## src/logic/dma_defines.svh

```systemverilog
// widths, register strobe indices and device codes of the DMA engine
// register indices are bit positions in the CPU write strobe vector
`ifndef DMA_DEFINES_SVH
`define DMA_DEFINES_SVH

`define DMA_ADDR_W      21
`define DMA_DATA_W      16
`define DMA_NREGS       9

`define DMA_REG_SADDRL  0
`define DMA_REG_SADDRH  1
`define DMA_REG_SADDRX  2
`define DMA_REG_DADDRL  3
`define DMA_REG_DADDRH  4
`define DMA_REG_DADDRX  5
`define DMA_REG_LEN     6
`define DMA_REG_CTRL    7
`define DMA_REG_NUM     8

`define DMA_DEV_RAM     3'd1
`define DMA_DEV_SPI     3'd2
`define DMA_DEV_CRAM    3'd4

`endif

```

## src/logic/dma_cfg_pkg.sv

```systemverilog
// CPU side types of the DMA engine
// control byte keeps the bit layout of the CPU register, bit 6 is unused
`include "dma_defines.svh"

package dma_cfg_pkg;

    typedef enum logic [2:0]
    {
        DEV_RAM  = `DMA_DEV_RAM,
        DEV_SPI  = `DMA_DEV_SPI,
        DEV_CRAM = `DMA_DEV_CRAM
    } dma_dev_e;

    typedef struct packed
    {
        logic     wnr;      // 0 device to RAM, 1 RAM to device
        logic     rsvd;
        logic     salgn;    // source aligned mode
        logic     dalgn;    // destination aligned mode
        logic     asz;      // stride 256 words when set
        dma_dev_e dev;
    } dma_ctrl_t;

    typedef union packed
    {
        logic [7:0] raw;
        dma_ctrl_t  ctrl;
    } dma_wdata_u;

    typedef struct packed
    {
        logic [`DMA_NREGS-1:0] stb;   // one bit per register
        dma_wdata_u            wdata;
    } dma_cpu_wr_t;

    // per channel view of the config
    typedef struct packed
    {
        logic algn;
        logic asz;
        logic ld_l;
        logic ld_h;
        logic ld_x;
    } dma_chan_cfg_t;

endpackage

```

## src/logic/dma_bus_pkg.sv

```systemverilog
// memory and device side types of the DMA engine
// every request is held until its answer strobe
`include "dma_defines.svh"

package dma_bus_pkg;

    // DRAM port
    typedef struct packed
    {
        logic [`DMA_ADDR_W-1:0] addr;
        logic [`DMA_DATA_W-1:0] wrdata;
        logic                   rnw;
        logic                   req;
    } dram_req_t;

    // SPI byte port, FF goes out while reading
    typedef struct packed
    {
        logic [7:0] wrdata;
        logic       req;
    } spi_out_t;

    // colour RAM is write only and takes one cycle
    typedef struct packed
    {
        logic                   we;
        logic [7:0]             addr;   // low destination byte
        logic [`DMA_DATA_W-1:0] data;
    } cram_wr_t;

endpackage

```

## src/logic/dma_regs.sv

```systemverilog
// CPU register file of the DMA engine
// writes are dropped while a transfer runs
`timescale 1ns/1ps
`include "dma_defines.svh"

module dma_regs
(
    input  logic                        clk,
    input  logic                        rst_n,
    input  dma_cfg_pkg::dma_cpu_wr_t    cpu_wr,
    input  logic                        active,
    output dma_cfg_pkg::dma_ctrl_t      ctrl,
    output logic [7:0]                  len,
    output logic [7:0]                  num,
    output dma_cfg_pkg::dma_chan_cfg_t  src_cfg,
    output dma_cfg_pkg::dma_chan_cfg_t  dst_cfg,
    output logic [7:0]                  wbyte,
    output logic                        launch
);

    logic [`DMA_NREGS-1:0] wr_stb;

    assign wr_stb = cpu_wr.stb & {`DMA_NREGS{~active}};   // blocked while busy
    assign wbyte  = cpu_wr.wdata.raw;
    assign launch = wr_stb[`DMA_REG_CTRL];     // ctrl write starts the transfer

    // control byte through the field view
    always_ff @(posedge clk)
    begin
        if (!rst_n)
            ctrl <= '0;
        else if (launch)
            ctrl <= cpu_wr.wdata.ctrl;
    end

    always_ff @(posedge clk)
    begin
        if (wr_stb[`DMA_REG_LEN])
            len <= cpu_wr.wdata.raw;    // words per burst minus one
        if (wr_stb[`DMA_REG_NUM])
            num <= cpu_wr.wdata.raw;    // bursts minus one
    end

    always_comb
    begin
        src_cfg.algn = ctrl.salgn;
        src_cfg.asz  = ctrl.asz;
        src_cfg.ld_l = wr_stb[`DMA_REG_SADDRL];
        src_cfg.ld_h = wr_stb[`DMA_REG_SADDRH];
        src_cfg.ld_x = wr_stb[`DMA_REG_SADDRX];
    end

    // destination uses the same stride size
    always_comb
    begin
        dst_cfg.algn = ctrl.dalgn;
        dst_cfg.asz  = ctrl.asz;
        dst_cfg.ld_l = wr_stb[`DMA_REG_DADDRL];
        dst_cfg.ld_h = wr_stb[`DMA_REG_DADDRH];
        dst_cfg.ld_x = wr_stb[`DMA_REG_DADDRX];
    end

endmodule

```

## src/logic/dma_addr_gen.sv

```systemverilog
// one DMA address channel with linear or aligned stepping
// low register byte holds address bits 6..0 in its upper seven bits
`timescale 1ns/1ps
`include "dma_defines.svh"

module dma_addr_gen
(
    input  logic                        clk,
    input  dma_cfg_pkg::dma_chan_cfg_t  cfg,
    input  logic [7:0]                  wbyte,
    input  logic                        step,
    input  logic                        burst_end,
    output logic [`DMA_ADDR_W-1:0]      addr
);

    logic [7:0]  base_l;    // low byte of the burst line start
    logic [8:0]  inc_l;
    logic [1:0]  add_h;
    logic [13:0] next_h;
    logic [7:0]  next_l;
    logic        next_m;

    assign inc_l = {1'b0, addr[7:0]} + 9'd1;

    // aligned mode adds 128 or 256 words per burst, linear takes the carry
    assign add_h = cfg.algn ? {burst_end & cfg.asz, burst_end & ~cfg.asz}
                            : {inc_l[8], 1'b0};

    assign next_h = addr[`DMA_ADDR_W-1:7] + {12'd0, add_h};
    assign next_l = (cfg.algn && burst_end) ? base_l : inc_l[7:0];

    // bit 7 belongs to the low byte only with the 256 word stride
    always_comb
    begin
        if (!cfg.algn)
            next_m = inc_l[7];
        else if (cfg.asz)
            next_m = next_l[7];
        else
            next_m = next_h[0];
    end

    always_ff @(posedge clk)
    begin
        if (step)
            addr <= {next_h[13:1], next_m, next_l[6:0]};
        else
        begin
            if (cfg.ld_l)
            begin
                addr[6:0]   <= wbyte[7:1];
                base_l[6:0] <= wbyte[7:1];
            end
            if (cfg.ld_h)
            begin
                addr[14:7] <= wbyte;
                base_l[7]  <= wbyte[0];     // kept for the burst reload
            end
            if (cfg.ld_x)
                addr[`DMA_ADDR_W-1:15] <= wbyte[5:0];
        end
    end

endmodule

```

## src/logic/dma_engine.sv

```systemverilog
// DMA phase sequencer, one word in flight at a time
// each word is a read phase then a write phase, SPI words are two bytes low first
`timescale 1ns/1ps
`include "dma_defines.svh"

module dma_engine
(
    input  logic                        clk,
    input  logic                        rst_n,
    input  logic                        launch,
    input  dma_cfg_pkg::dma_ctrl_t      ctrl,
    input  logic [7:0]                  len,
    input  logic [7:0]                  num,
    input  logic [`DMA_ADDR_W-1:0]      src_addr,
    input  logic [`DMA_ADDR_W-1:0]      dst_addr,
    input  logic [`DMA_DATA_W-1:0]      dram_rddata,
    input  logic                        dram_next,
    input  logic [7:0]                  spi_rddata,
    input  logic                        spi_stb,
    output dma_bus_pkg::dram_req_t      dram,
    output dma_bus_pkg::spi_out_t       spi,
    output dma_bus_pkg::cram_wr_t       cram,
    output logic                        step_src,
    output logic                        step_dst,
    output logic                        burst_end,
    output logic                        active
);

    logic                   phase;      // 0 read, 1 write
    logic                   bsel;       // SPI byte, 0 low
    logic [`DMA_DATA_W-1:0] data;
    logic [7:0]             b_ctr;      // words left in burst
    logic [8:0]             n_ctr;      // bursts left, bit 8 set when idle
    logic [8:0]             b_ctr_dec;
    logic [8:0]             n_ctr_dec;
    logic                   dv_ram;
    logic                   dv_spi;
    logic                   dv_crm;
    logic                   state_mem;
    logic                   state_dev;
    logic                   spi_int_stb;
    logic                   phase_end;

    assign dv_ram = (ctrl.dev == dma_cfg_pkg::DEV_RAM);
    assign dv_spi = (ctrl.dev == dma_cfg_pkg::DEV_SPI);
    assign dv_crm = (ctrl.dev == dma_cfg_pkg::DEV_CRAM) && ctrl.wnr;   // write only

    // RAM to RAM uses memory in both phases
    assign state_mem = dv_ram | (ctrl.wnr ^ phase);
    assign state_dev = ~dv_ram & (ctrl.wnr ^ ~phase);

    always_comb
    begin
        dram.req    = active & state_mem;
        dram.rnw    = ~phase;
        dram.addr   = phase ? dst_addr : src_addr;
        dram.wrdata = data;
        spi.req     = active & state_dev & dv_spi;
        spi.wrdata  = {8{~phase}} | (bsel ? data[15:8] : data[7:0]);  // FF while reading
        cram.we     = active & state_dev & dv_crm & phase;
        cram.addr   = dst_addr[7:0];
        cram.data   = data;
    end

    assign spi_int_stb = spi.req & spi_stb;
    assign phase_end   = (dram.req & dram_next) | cram.we | (spi_int_stb & bsel);

    assign step_src = phase_end & ~phase;
    assign step_dst = phase_end & phase;

    assign b_ctr_dec = {1'b0, b_ctr} - 9'd1;
    assign burst_end = b_ctr_dec[8];            // last word of the burst
    assign n_ctr_dec = n_ctr - {8'd0, burst_end};
    assign active    = ~n_ctr[8];

    // read phase data capture
    always_ff @(posedge clk)
    begin
        if (!phase && dram.req && dram_next)
            data <= dram_rddata;
        if (!phase && spi_int_stb)
        begin
            if (bsel)
                data[15:8] <= spi_rddata;
            else
                data[7:0] <= spi_rddata;
        end
    end

    always_ff @(posedge clk)
    begin
        if (launch)
        begin
            phase <= 1'b0;
            bsel  <= 1'b0;
        end
        else
        begin
            if (phase_end)
                phase <= ~phase;
            if (spi_int_stb)
                bsel <= ~bsel;
        end
    end

    // counters step on each completed write phase
    always_ff @(posedge clk)
    begin
        if (!rst_n)
            n_ctr[8] <= 1'b1;
        else if (launch)
        begin
            b_ctr <= len;
            n_ctr <= {1'b0, num};
        end
        else if (phase && phase_end)
        begin
            b_ctr <= burst_end ? len : b_ctr_dec[7:0];
            n_ctr <= n_ctr_dec;     // wraps to idle after the last burst
        end
    end

endmodule

```

## src/logic/dma_top.sv

```systemverilog
// DMA engine top level for an 8-bit CPU and a 16-bit DRAM of 2M words
// targets are RAM, SPI and colour RAM only
`timescale 1ns/1ps
`include "dma_defines.svh"

module dma_top
(
    input  logic                        clk,
    input  logic                        rst_n,
    input  dma_cfg_pkg::dma_cpu_wr_t    cpu_wr,
    input  logic [`DMA_DATA_W-1:0]      dram_rddata,
    input  logic                        dram_next,
    input  logic [7:0]                  spi_rddata,
    input  logic                        spi_stb,
    output dma_bus_pkg::dram_req_t      dram,
    output dma_bus_pkg::spi_out_t       spi,
    output dma_bus_pkg::cram_wr_t       cram,
    output logic                        active
);

    dma_cfg_pkg::dma_ctrl_t     ctrl;
    dma_cfg_pkg::dma_chan_cfg_t src_cfg;
    dma_cfg_pkg::dma_chan_cfg_t dst_cfg;
    logic [7:0]                 len;
    logic [7:0]                 num;
    logic [7:0]                 wbyte;
    logic                       launch;
    logic                       step_src;
    logic                       step_dst;
    logic                       burst_end;
    logic [`DMA_ADDR_W-1:0]     src_addr;
    logic [`DMA_ADDR_W-1:0]     dst_addr;

    dma_regs regs (.clk, .rst_n, .cpu_wr, .active, .ctrl, .len, .num,
                   .src_cfg, .dst_cfg, .wbyte, .launch);

    dma_addr_gen src_gen (.clk, .cfg(src_cfg), .wbyte, .step(step_src),
                          .burst_end, .addr(src_addr));

    dma_addr_gen dst_gen (.clk, .cfg(dst_cfg), .wbyte, .step(step_dst),
                          .burst_end, .addr(dst_addr));

    dma_engine engine (.clk, .rst_n, .launch, .ctrl, .len, .num, .src_addr, .dst_addr,
                       .dram_rddata, .dram_next, .spi_rddata, .spi_stb, .dram, .spi,
                       .cram, .step_src, .step_dst, .burst_end, .active);

endmodule

```

## config.mk

```make
export PLATFORM = sky130hd
export DESIGN_NAME = dma_top
export DESIGN_NICKNAME = d
export VERILOG_FILES = /design/src/logic/dma_cfg_pkg.sv /design/src/logic/dma_bus_pkg.sv /design/src/logic/dma_regs.sv /design/src/logic/dma_addr_gen.sv /design/src/logic/dma_engine.sv /design/src/logic/dma_top.sv
export VERILOG_INCLUDE_DIRS = /design/src /design/src/logic
export SDC_FILE = /design/constraint.sdc
export NUM_CORES = 1
export LEC_CHECK = 0
export BUFFER_PORTS_ARGS = -buffer_cell sky130_fd_sc_hd__buf_2
export CORE_ASPECT_RATIO = 1.5
export CORE_MARGIN = 3
export CORE_UTILIZATION = 51
export DETAILED_ROUTE_END_ITERATION = 8
export GPL_ROUTABILITY_DRIVEN = 0
export PLACE_DENSITY = 0.77
export REMOVE_ABC_BUFFERS = 1
export SYNTH_ARGS = -nofsm -noshare
export SYNTH_HDL_FRONTEND = slang
export SYNTH_HIERARCHICAL = 1
export SYNTH_SLANG_ARGS = --single-unit
```

## constraint.sdc

```tcl
create_clock -name clk -period 3.1 [get_ports clk]
set_clock_uncertainty 0.2 [all_clocks]
set_input_delay 0.155 -clock clk [delete_from_list [all_inputs] [get_ports clk]]
set_output_delay 0.155 -clock clk [all_outputs]
set_load 0.03 [all_outputs]
```

# Yosys cells after proc, flatten, opt, wreduce, memory -nomap -nowiden

Index checks and enable logic that the tools add are counted.

Word-level logic and storage cells: 106
Flip-flop bits (word level): 116

Eq/ne operators: 3
Mux-type cells: 27
Bitwise operators: 27
$add $sub $neg: 6
Reduce and logical (&&, ||, !) cells: 20

Operators with widths:

| operator                                                           | number |
|---|---|
| 8-bit two-way mux                                                  | 10 |
| 21-bit two-way mux                                                 | 3 |
| 16-bit two-way mux                                                 | 2 |
| 14-bit by 2-bit adder with 14-bit output                           | 2 |
| 8-bit by 1-bit adder with 9-bit output, second input constant      | 2 |
| 9-bit two-way mux                                                  | 2 |
| 7-bit two-way mux                                                  | 2 |
| 2-bit nonzero test                                                 | 7 |
| 1-bit AND                                                          | 13 |
| 6-bit two-way mux                                                  | 2 |
| 2-bit AND reduction                                                | 5 |
| 9-bit AND                                                          | 1 |
| 8-bit by 1-bit subtractor with 9-bit output, second input constant | 1 |
| 9-bit by 1-bit subtractor with 9-bit output                        | 1 |
| 8-bit OR                                                           | 1 |
| 1-bit logical AND                                                  | 7 |
| 1-bit inverter                                                     | 7 |
| 1-bit two-way mux                                                  | 4 |
| 2-bit two-way mux                                                  | 2 |
| 3-bit by 1-bit == test with 1-bit output, second input constant    | 1 |
| 3-bit by 2-bit == test with 1-bit output, second input constant    | 1 |
| 3-bit == test, second input constant                               | 1 |
| 1-bit OR                                                           | 3 |
| 1-bit bitwise XOR                                                  | 2 |
| 1-bit logical NOT                                                  | 1 |

# Longest topological paths before layout

Gate-level depths: netlist of run 1.

Depth after elaboration: 11
Gate-level depth with buffers: 12
Depth with buffers taken out: 12

# Cells and area by module

Netlist of run 1, hierarchy kept.

Modules (own cells, without submodules):

| module                  | cells an instance | sequential area each (um2) | area each (um2) | times used |
|---|---|---|---|---|
| dma_engine              | 259               | 860.8                      | 2444.8          | 1 |
| dma_addr_gen at src_gen | 148               | 870.8                      | 1636.6          | 1 |
| dma_addr_gen at dst_gen | 145               | 870.8                      | 1622.8          | 1 |
| dma_regs                | 78                | 640.6                      | 1018.5          | 1 |

# Worst setup path after synthesis of run 1

Ideal clock, no wire load.

Path kind: register -> register
From: reg engine.b_ctr[0]
To: reg dst_gen.addr[14] (data pin)
Slack: -0.126 ns
Arrival time: 2.772 ns
Cell stages (with the launch flop): 12
Library setup time: 0.254 ns
Period minus slack after synthesis: 3.226 ns
Path buffers: 0
Cells stage by stage: edfxtp_1 > inv_1 > ha_1 > nand3_1 > nor3_1 > nand2_1 > o32ai_1 > ha_1 > a21oi_1 > nor3_1 > xor2_1 > a21o_1

Longest elaborated chain between the ends: 5
Elaborated cells on any way between the ends: 6

Ends and longest elaborated chain:

| item                                            | RTL line           | RTL |
|---|---|---|
| start: declaration                              | dma_engine.sv:32   | `logic [7:0] b_ctr;` |
| start signal: assignment                        | dma_engine.sv:113  | `b_ctr <= len;` |
| start signal: assignment                        | dma_engine.sv:118  | `b_ctr <= burst_end ? len : b_ctr_dec[7:0];` |
| 8-bit by 1-bit subtractor with 9-bit output (*) | dma_engine.sv:71   | `assign b_ctr_dec = {1'b0, b_ctr} - 9'd1;` |
| named net burst_end                             | dma_top.sv:30      | `logic burst_end;` |
| 1-bit AND                                       | dma_addr_gen.sv:26 | `assign add_h = cfg.algn ? {burst_end & cfg.asz, burst_end & ~cfg.asz}` |
| 2-bit two-way mux (*)                           | dma_addr_gen.sv:26 |  |
| 14-bit by 2-bit adder with 14-bit output (*)    | dma_addr_gen.sv:29 | `` assign next_h = addr[`DMA_ADDR_W-1:7] + {12'd0, add_h}; `` |
| 21-bit two-way mux (*)                          | dma_addr_gen.sv:45 | `if (step)` |
| end signal: assignment                          | dma_addr_gen.sv:46 | `addr <= {next_h[13:1], next_m, next_l[6:0]};` |
| end signal: assignment                          | dma_addr_gen.sv:56 | `addr[14:7] <= wbyte;` |
| end signal: indexed assignment                  | dma_addr_gen.sv:60 | `` addr[`DMA_ADDR_W-1:15] <= wbyte[5:0]; `` |
| end: declaration                                | dma_addr_gen.sv:13 | `` output logic [`DMA_ADDR_W-1:0] addr `` |

Mark *: on every way through the listed nets, which the timed path passes. The rest lies on a longest branch.
A chain may end at the register's enable or synchronous reset.

# Worst setup path after layout of run 1

From: reg engine.b_ctr[1]
To: reg src_gen.addr[13] (data pin)

Longest elaborated chain between the ends: 5
Elaborated cells on any way between the ends: 6

Ends and longest elaborated chain:

| item                                            | RTL line |
|---|---|
| 8-bit by 1-bit subtractor with 9-bit output (*) | dma_engine.sv:71 |
| named net burst_end                             | dma_top.sv:30 |
| 1-bit AND                                       | dma_addr_gen.sv:26 |
| 2-bit two-way mux (*)                           | dma_addr_gen.sv:26 |
| 14-bit by 2-bit adder with 14-bit output (*)    | dma_addr_gen.sv:29 |
| 21-bit two-way mux (*)                          | dma_addr_gen.sv:45 |
| end signal: assignment                          | dma_addr_gen.sv:46 |
| end signal: assignment                          | dma_addr_gen.sv:56 |
| end signal: indexed assignment                  | dma_addr_gen.sv:60 |
| end: declaration                                | dma_addr_gen.sv:13 |

Marked as above.

==> results of run 1 <==
[worst max-delay path: cells and delay by family (launching register included)]
kind,cells,cell delay [ns]
flip-flops,1,0.42
XOR/XNOR,1,0.14
adder cells (fa/ha/maj),3,0.65
AO/OA/AOI/OAI,1,0.20
AND/OR/NAND/NOR,6,0.86
buffers and inverters,2,0.25
[stage by stage]
step                power, W  hold WS (ns)  instance area [sq um]    util   TNS, ns
floorplan           0.002952       0.03362                   6188       -    -79.14
global placement    0.003363        0.2116                   7153  0.5660         0
detailed placement  0.003409        0.2230                   7153  0.5660         0
CTS                 0.005534       0.01432                   8119  0.6425         0
global route        0.005717       0.04299                   8195  0.6485  -0.02424
finish              0.005530       0.01691                   8195  0.6485         0
[worst paths after layout]
path,from,endpoint,slack [ns],depth (start not counted)
setup / recovery,engine/b_ctr[1],src_gen/addr[13],0.13,13
setup reg to reg,engine/b_ctr[1],src_gen/addr[13],0.13,13
hold / removal,cpu_wr[15],engine/bsel,0.02,3
hold reg to reg,regs/num[7],engine/n_ctr[7],0.33,2
[timing repair]
item,4_1_cts,5_1_grt
hold buffers,34,0
endpoints found under the hold margin,57,0
buffers inserted,0,6
gates resized for setup,0,9
endpoints found under the setup margin,0,20
[area by class of cell]
type	instances	area, sq um	area share
Clock buffer	25	539.3	0.06580
Clock inverter	7	86.33	0.01053
Inverter	18	67.56	0.008244
Multi-Input combinational cell	425	2938	0.3585
Sequential cell	116	3223	0.3933
Tap cell	156	195.2	0.02382
Timing Repair Buffer	179	1146	0.1398
[sequential cells by signal, indices dropped and copies added, names as in the netlist]
signal          flops
engine/b_ctr        8
engine/bsel         1
src_gen/addr       21
dst_gen/addr       21
engine/data        16
engine/n_ctr        9
src_gen/base_l      8
regs/num            8
regs/len            8
regs/ctrl           7
engine/phase        1
dst_gen/base_l      8
[report_power, final]
group / total (W) / leakage (nW) / switching [W] / internal, W
Combinational: 0.00140 / 1.91 / 0.000904 / 0.000498
Clock: 0.00204 / 0.313 / 0.000676 / 0.00136
Sequential: 0.00209 / 1.07 / 0.000194 / 0.00189
Total: 0.00553 / 3.30 / 0.00177 / 0.00376
[per-layer routing]
metal / global-route usage / vias to the layer above / share of wire
li1: - / 2476 / -
met1: 0.2626 / 2571 / 0.37
met2: 0.4334 / 213 / 0.54
met3: 0.03872 / 57 / 0.045
met4: 0.1183 / 0 / 0.042
met5: 0 / - / 0
==> key figures, run 1 <==
Floorplanning
  • Y dimension of the die: between 100 and 150 microns
  • Width of the die: around 100 microns
  • Site row count: 50
  • Initial standard-cell utilization of the core: 0.5290
  • Count of pins on the block boundary: between 100 and 150
  • Area inside the core boundary: between 10,000 and 15,000 sq um
  • Die ar.: roughly 15,000 sq um

Setup path
  • Worst-path maximum fanout: 7
  • Sort of element at the start of the critical path: flip-flop
  • Top cell by count, worst path: sky130_fd_sc_hd__nand2_1
  • Worst endpoint required time: ~3.1 ns
  • Cell with the largest stage delay on the worst path: sky130_fd_sc_hd__edfxtp_1
  • Critical path, cell by cell: inv_1 -> ha_2 -> nand3_1 -> nor3_2 -> buf_4 -> nand2_1 -> nor2_1 -> ha_1 -> fa_1 -> and4_4 -> nand2_1 -> xnor2_1 -> a21o_1
  • Maximum cell stage delay along the critical path: 0.42 ns
  • Endpoint arrival time on the critical path: 2.94 ns
  • Crit path capture type: flip-flop
  • Category of the most critical setup path: reg -> reg

Clock network
  • Clock slew seen by the registers of the worst setup and hold paths: 0.05 ns
  • TritonCTS clock tree: yes
  • Clock sinks: 116
  • CTS max path bufs: 2
  • Worst-skew pair later-pin latency: 0.41 ns
  • H-tree depth: 4
  • TritonCTS buffer count: 17
  • Clock tree root buffer cell: sky130_fd_sc_hd__clkbuf_16

Yosys
  • Mean instance size in the synthesized netlist: 10.68 sq um
  • Netlist Area Pre-Place: around 6700 sq um
  • Synthesized netlist cell count: 626
  • Number of synthesis warnings: 6

STA
  • Post-route fraction of the period consumed by the critical path: 0.9591
  • Final critical path time including I/O delays and setup: 2.973 ns
  • Headroom to the max-slew limit: 0.5169
  • Hold violation total from the final report: 0
  • Final Max Tran Viols: 0
  • Minimum setup slack in the final design: 0.1267 ns
  • Slew at the pin closest to its max-slew limit: 0.7243 ns
  • F_max: 0.3363 GHz
  • Final setup violating endpoints: 0

Placement
  • Worst slack at placement: 0.07707 ns
  • Number of placed instances, taps included: 854
  • Count of input and output buffers: 118
  • Sum of net half-perimeters after detailed placement: roughly 12 mm

Routing
  • Number of detailed-routing iterations run before antenna repair: 9
  • DRT antenna net count: 0
  • DRC: 0
  • Wire length per cell after detailed routing: 18.84 microns
  • Detailed-route vias per instance: approximately 5.7
  • Total length of routed wires: 17.45 mm
  • Detailed Route Iter0 Violations: 365
  • Via count: 5,317

Global routing
  • GRT Util Overall: 0.2379
  • Maximum number of pins on one net before global-route repair: 40
  • Wire length of the first global-routing pass: 27.10 mm
  • Number of global-route vias before repair: ~5,300
  • Antenna violations before repair: 0
  • Aggregate global routing overflow: 0

Layout
  • Diodes inserted: 0
  • Most common cell after layout, fill and taps aside: sky130_fd_sc_hd__buf_2
  • Layout area overhead: 22.59%
  • Commonest cells after routing, fill and taps aside: 118 x sky130_fd_sc_hd__buf_2, 90 x sky130_fd_sc_hd__edfxtp_1, 58 x sky130_fd_sc_hd__nor2_1
  • Final net count: 813
  • Fill cell count: 961
  • Ratio of cells with drive above 1 in the final layout: 0.3182
  • Final cell count without fillers: 926

Run status
  • Outcome: finished, final reports clean

Power and ir drop
  • Cell area power density: 674.8 nW/um^2
  • Maximum vdd drop: 0.0006876 V
  • Lkg Pwr: 3.296 nW

Run
  • Reported max-cap violation count: 0

Min path
  • Class of the tightest hold or removal check: in -> reg
Note: power is estimated with default switching activity, not from simulation.
==> inputs of run 2 (changes only) <==
--- a/config.mk
+++ b/config.mk
@@ -9,10 +9,10 @@
 export BUFFER_PORTS_ARGS = -buffer_cell sky130_fd_sc_hd__buf_2
 export CORE_ASPECT_RATIO = 1.5
 export CORE_MARGIN = 3
-export CORE_UTILIZATION = 51
+export CORE_UTILIZATION = 57
 export DETAILED_ROUTE_END_ITERATION = 8
 export GPL_ROUTABILITY_DRIVEN = 0
-export PLACE_DENSITY = 0.77
+export PLACE_DENSITY = 0.81
 export REMOVE_ABC_BUFFERS = 1
 export SYNTH_ARGS = -nofsm -noshare
 export SYNTH_HDL_FRONTEND = slang
==> constraint.sdc (replaced) <==
create_clock -name clk -period 3 [get_ports clk]
set_clock_uncertainty 0.2 [all_clocks]
set_input_delay 0.15 -clock clk [delete_from_list [all_inputs] [get_ports clk]]
set_output_delay 0.15 -clock clk [all_outputs]
set_load 0.005 [all_outputs]
==> run 2 against run 1 <==
Die area shrank 10%. Sequential share of layout area shrank 0.71 points. Critical path depth is the same. Clock power grew 3%. Via count grew 1.8%. Count of clock-buffer cells in the layout is the same. Worst setup slack lost 0.077 ns. Worst hold slack lost 0.0014 ns. Wire length grew 4.2%. Global-route usage grew 3.8 points. Final cell count shrank 0.43%. Sequential power grew 3%.
==> key figures, run 2 (same netlist as run 1, synthesis figures left out) <==
Routing
  • Detailed-route vias per instance: 5.869 (+2.2%)
  • DRT antenna net count: 0 (unchanged)
  • Detailed Route Iter0 Violations: 532 (+46%)
  • Via count: 5,411 (+1.8%)
  • Number of detailed-routing iterations run before antenna repair: 5 (-4)
  • Total length of routed wires: 18.18 mm (+4.2%)
  • DRC: 0 (unchanged)
  • Wire length per cell after detailed routing: 19.72 microns (+4.7%)

Layout
  • Commonest cells after routing, fill and taps aside: 118 x sky130_fd_sc_hd__buf_2, 90 x sky130_fd_sc_hd__edfxtp_1, 55 x sky130_fd_sc_hd__nor2_1
  • Layout area overhead: 24.86%
  • Final cell count without fillers: 922 (-0.43%)
  • Diodes inserted: 0 (unchanged)
  • Most common cell after layout, fill and taps aside: sky130_fd_sc_hd__buf_2
  • Final net count: 818 (+0.62%)
  • Ratio of cells with drive above 1 in the final layout: 0.3419 (+0.02375)
  • Share of the core filled with cells: 0.7431 (+0.09461)
  • Fill cell count: 742 (-23%)
  • Biggest regs: dst_gen/addr (21), src_gen/addr (21), engine/data (16)

Run
  • Reported max-cap violation count: 0 (unchanged)

Placement
  • Sum of net half-perimeters after detailed placement: 11.68 mm (-5.7%)
  • Count of input and output buffers: 118 (unchanged)
  • Number of placed instances, taps included: 850 (-0.47%)

STA
  • Final-layout setup total negative slack: 0 ns (unchanged)
  • Final setup violating endpoints: 0 (unchanged)
  • Hold WS: 0.01550 ns (-0.001414 ns)
  • Final Max Tran Viols: 0 (unchanged)
  • Hold violation total from the final report: 0 (unchanged)
  • Slew at the pin closest to its max-slew limit: 0.7414 ns (+0.01708 ns)
  • Headroom to the max-slew limit: 0.5055 (-0.01139)
  • F_max: 0.3390 GHz (+0.79%)
  • Post-route fraction of the period consumed by the critical path: 0.9834 (+0.02423)
  • Final critical path time including I/O delays and setup: 2.950 ns (-0.02324 ns)

Global routing
  • Met2 global-route usage: 0.4727 (+0.03930)
  • Antenna violations before repair: 0 (unchanged)
  • Number of global-route vias before repair: 5,346 (+0.15%)
  • Wire length of the first global-routing pass: 27.92 mm (+3.0%)
  • Maximum number of pins on one net before global-route repair: 40 (unchanged)
  • Aggregate global routing overflow: 0 (unchanged)
  • GRT Util Overall: 0.2763 (+0.03832)
  • Busiest layer in global routing: met2
  • Met1 GRT Util: 0.3298 (+0.06713)
  • Fraction of met3 tracks used by global routing: 0.05917 (+0.02046)

Floorplanning
  • Width of the die: 94.43 microns (-5.1%)
  • Site row count: 47 (-6.0%)
  • Die ar.: 13,090 sq um (-10%)
  • Initial standard-cell utilization of the core: 0.5952 (+0.06618)
  • Area inside the core boundary: 11,230 sq um (-11%)
  • Count of pins on the block boundary: 119 (unchanged)
  • Y dimension of the die: 138.6 microns (-5.2%)

Setup path
  • Worst-path maximum fanout: 6 (-1)
  • Worst endpoint required time: 2.96 ns (-0.10 ns)
  • Sort of element at the start of the critical path: flip-flop
  • Endpoint arrival time on the critical path: 2.91 ns (-0.03 ns)
  • Crit path capture type: flip-flop
  • Category of the most critical setup path: reg -> reg

Power and ir drop
  • Portion of total power attributed to the clock network: 0.401 (+0.032)
  • Cell area power density: 628.6 nW/um^2 (-6.8%)
  • Total internal power: 0.003843 W (+2.3%)
  • Sw frac: 0.2674 (-0.05345)
  • Share of power burned in combinational logic: 0.188 (-0.066)
  • Total power consumption of the routed design: 0.005246 W (-5.1%)
  • Lkg Pwr: 3.355 nW (+1.8%)
  • Reported net switching power: 0.001403 W (-21%)
  • Maximum vdd drop: 0.0004317 V (-37%)
  • Sequential cell fraction of total power: 0.412 (+0.035)

Clock network
  • Clock tree root buffer cell: sky130_fd_sc_hd__clkbuf_16
  • Worst-skew pair later-pin latency: 0.41 ns (about the same)
  • TritonCTS buffer count: 17 (unchanged)
  • Clock slew seen by the registers of the worst setup and hold paths: 0.06 ns (about the same)
  • H-tree depth: 4 (unchanged)
  • CTS max path bufs: 2 (unchanged)
  • TritonCTS clock tree: yes
  • Clock sinks: 116 (unchanged)

Run status
  • Outcome: finished, final reports clean

Min path
  • Class of the tightest hold or removal check: in -> reg
[run 2: cell count changes in the layout (fill, tap and decap cells not counted), moves of 2 or more]
cell / before / now
sky130_fd_sc_hd__clkbuf_16: 20 / 22
sky130_fd_sc_hd__clkbuf_1: 3 / 0
sky130_fd_sc_hd__nor2_1: 58 / 55
sky130_fd_sc_hd__ha_4: 0 / 2
sky130_fd_sc_hd__inv_2: 0 / 2
sky130_fd_sc_hd__bufinv_16: 2 / 0
sky130_fd_sc_hd__inv_1: 18 / 16
sky130_fd_sc_hd__nand2_2: 0 / 2
sky130_fd_sc_hd__nor2_4: 0 / 2
sky130_fd_sc_hd__buf_4: 26 / 29
sky130_fd_sc_hd__nand2_1: 57 / 54
sky130_fd_sc_hd__clkinv_2: 4 / 2
sky130_fd_sc_hd__clkinv_4: 0 / 3
[run 2: worst max-delay path, cell delays in order, from the launching register on]
cell and delay [ns]:
sky130_fd_sc_hd__edfxtp_1 0.44, sky130_fd_sc_hd__inv_2 0.12, sky130_fd_sc_hd__ha_4 0.15, sky130_fd_sc_hd__nand3_4 0.07, sky130_fd_sc_hd__nor3_4 0.20, sky130_fd_sc_hd__buf_6 0.16, sky130_fd_sc_hd__nand2_4 0.07, sky130_fd_sc_hd__nor2_4 0.14
sky130_fd_sc_hd__ha_4 0.15, sky130_fd_sc_hd__fa_2 0.24, sky130_fd_sc_hd__and4_4 0.28, sky130_fd_sc_hd__nand4_1 0.16, sky130_fd_sc_hd__xor2_1 0.22, sky130_fd_sc_hd__a21oi_1 0.09
[run 2: routing by layer]
layer	up-vias	wire, microns	part of all wire
met4	0	830	0.046
met5	-	0	0
li1	2486	-	-
met1	2593	6685	0.37
met2	260	9540	0.52
met3	72	1127	0.062
[run 2: metrics by stage]
step | instance area, sq um | setup slack (ns)
3_3_place_gp | 7192 | 0.05391
3_5_place_dp | 7192 | -0.07228
6_report | 8347 | 0.04995
2_1_floorplan | 6188 | -1.094
4_1_cts | 8200 | -0.004355
5_1_grt | 8347 | -0.03308
[run 2: path summary, 6_finish.rpt]
kind              cells after the start       startpoint               end  slack, ns
setup / recovery                     13  engine/b_ctr[0]  src_gen/addr[15]       0.05
hold / removal                        2       cpu_wr[14]       regs/len[2]       0.02
setup reg to reg                     13  engine/b_ctr[0]  src_gen/addr[15]       0.05
hold reg to reg                       2      regs/num[4]   engine/n_ctr[4]       0.33
[run 2: cell type report]
| cell class | count | area [sq um] | share of cell area |
|---|---|---|---|
| Clock buffer | 25 | 591.8 | 0.07090 |
| Clock inverter | 7 | 48.80 | 0.005846 |
| Inverter | 18 | 67.56 | 0.008095 |
| Multi-Input combinational cell | 425 | 3032 | 0.3632 |
| Sequential cell | 116 | 3223 | 0.3861 |
| Tap cell | 147 | 183.9 | 0.02204 |
| Timing Repair Buffer | 184 | 1200 | 0.1438 |
[run 2: power groups by stage]
stage / clock (W) / sequential [W] / combinational [W]
2_1_floorplan: 0 / 0.00218 / 0.000396
3_3_place_gp: 0 / 0.00216 / 0.000831
3_5_place_dp: 0 / 0.00218 / 0.000858
4_1_cts: 0.00212 / 0.00215 / 0.000961
5_1_grt: 0.00219 / 0.00219 / 0.00107
6_report: 0.00210 / 0.00216 / 0.000984
[run 2: repair_timing]
item	in CTS	in global routing
pin swaps	0	7
setup endpoints to repair	20	20
hold buffers	34	0
hold endpoints to repair	57	0
setup buffers	0	6
gates resized for setup	7	24
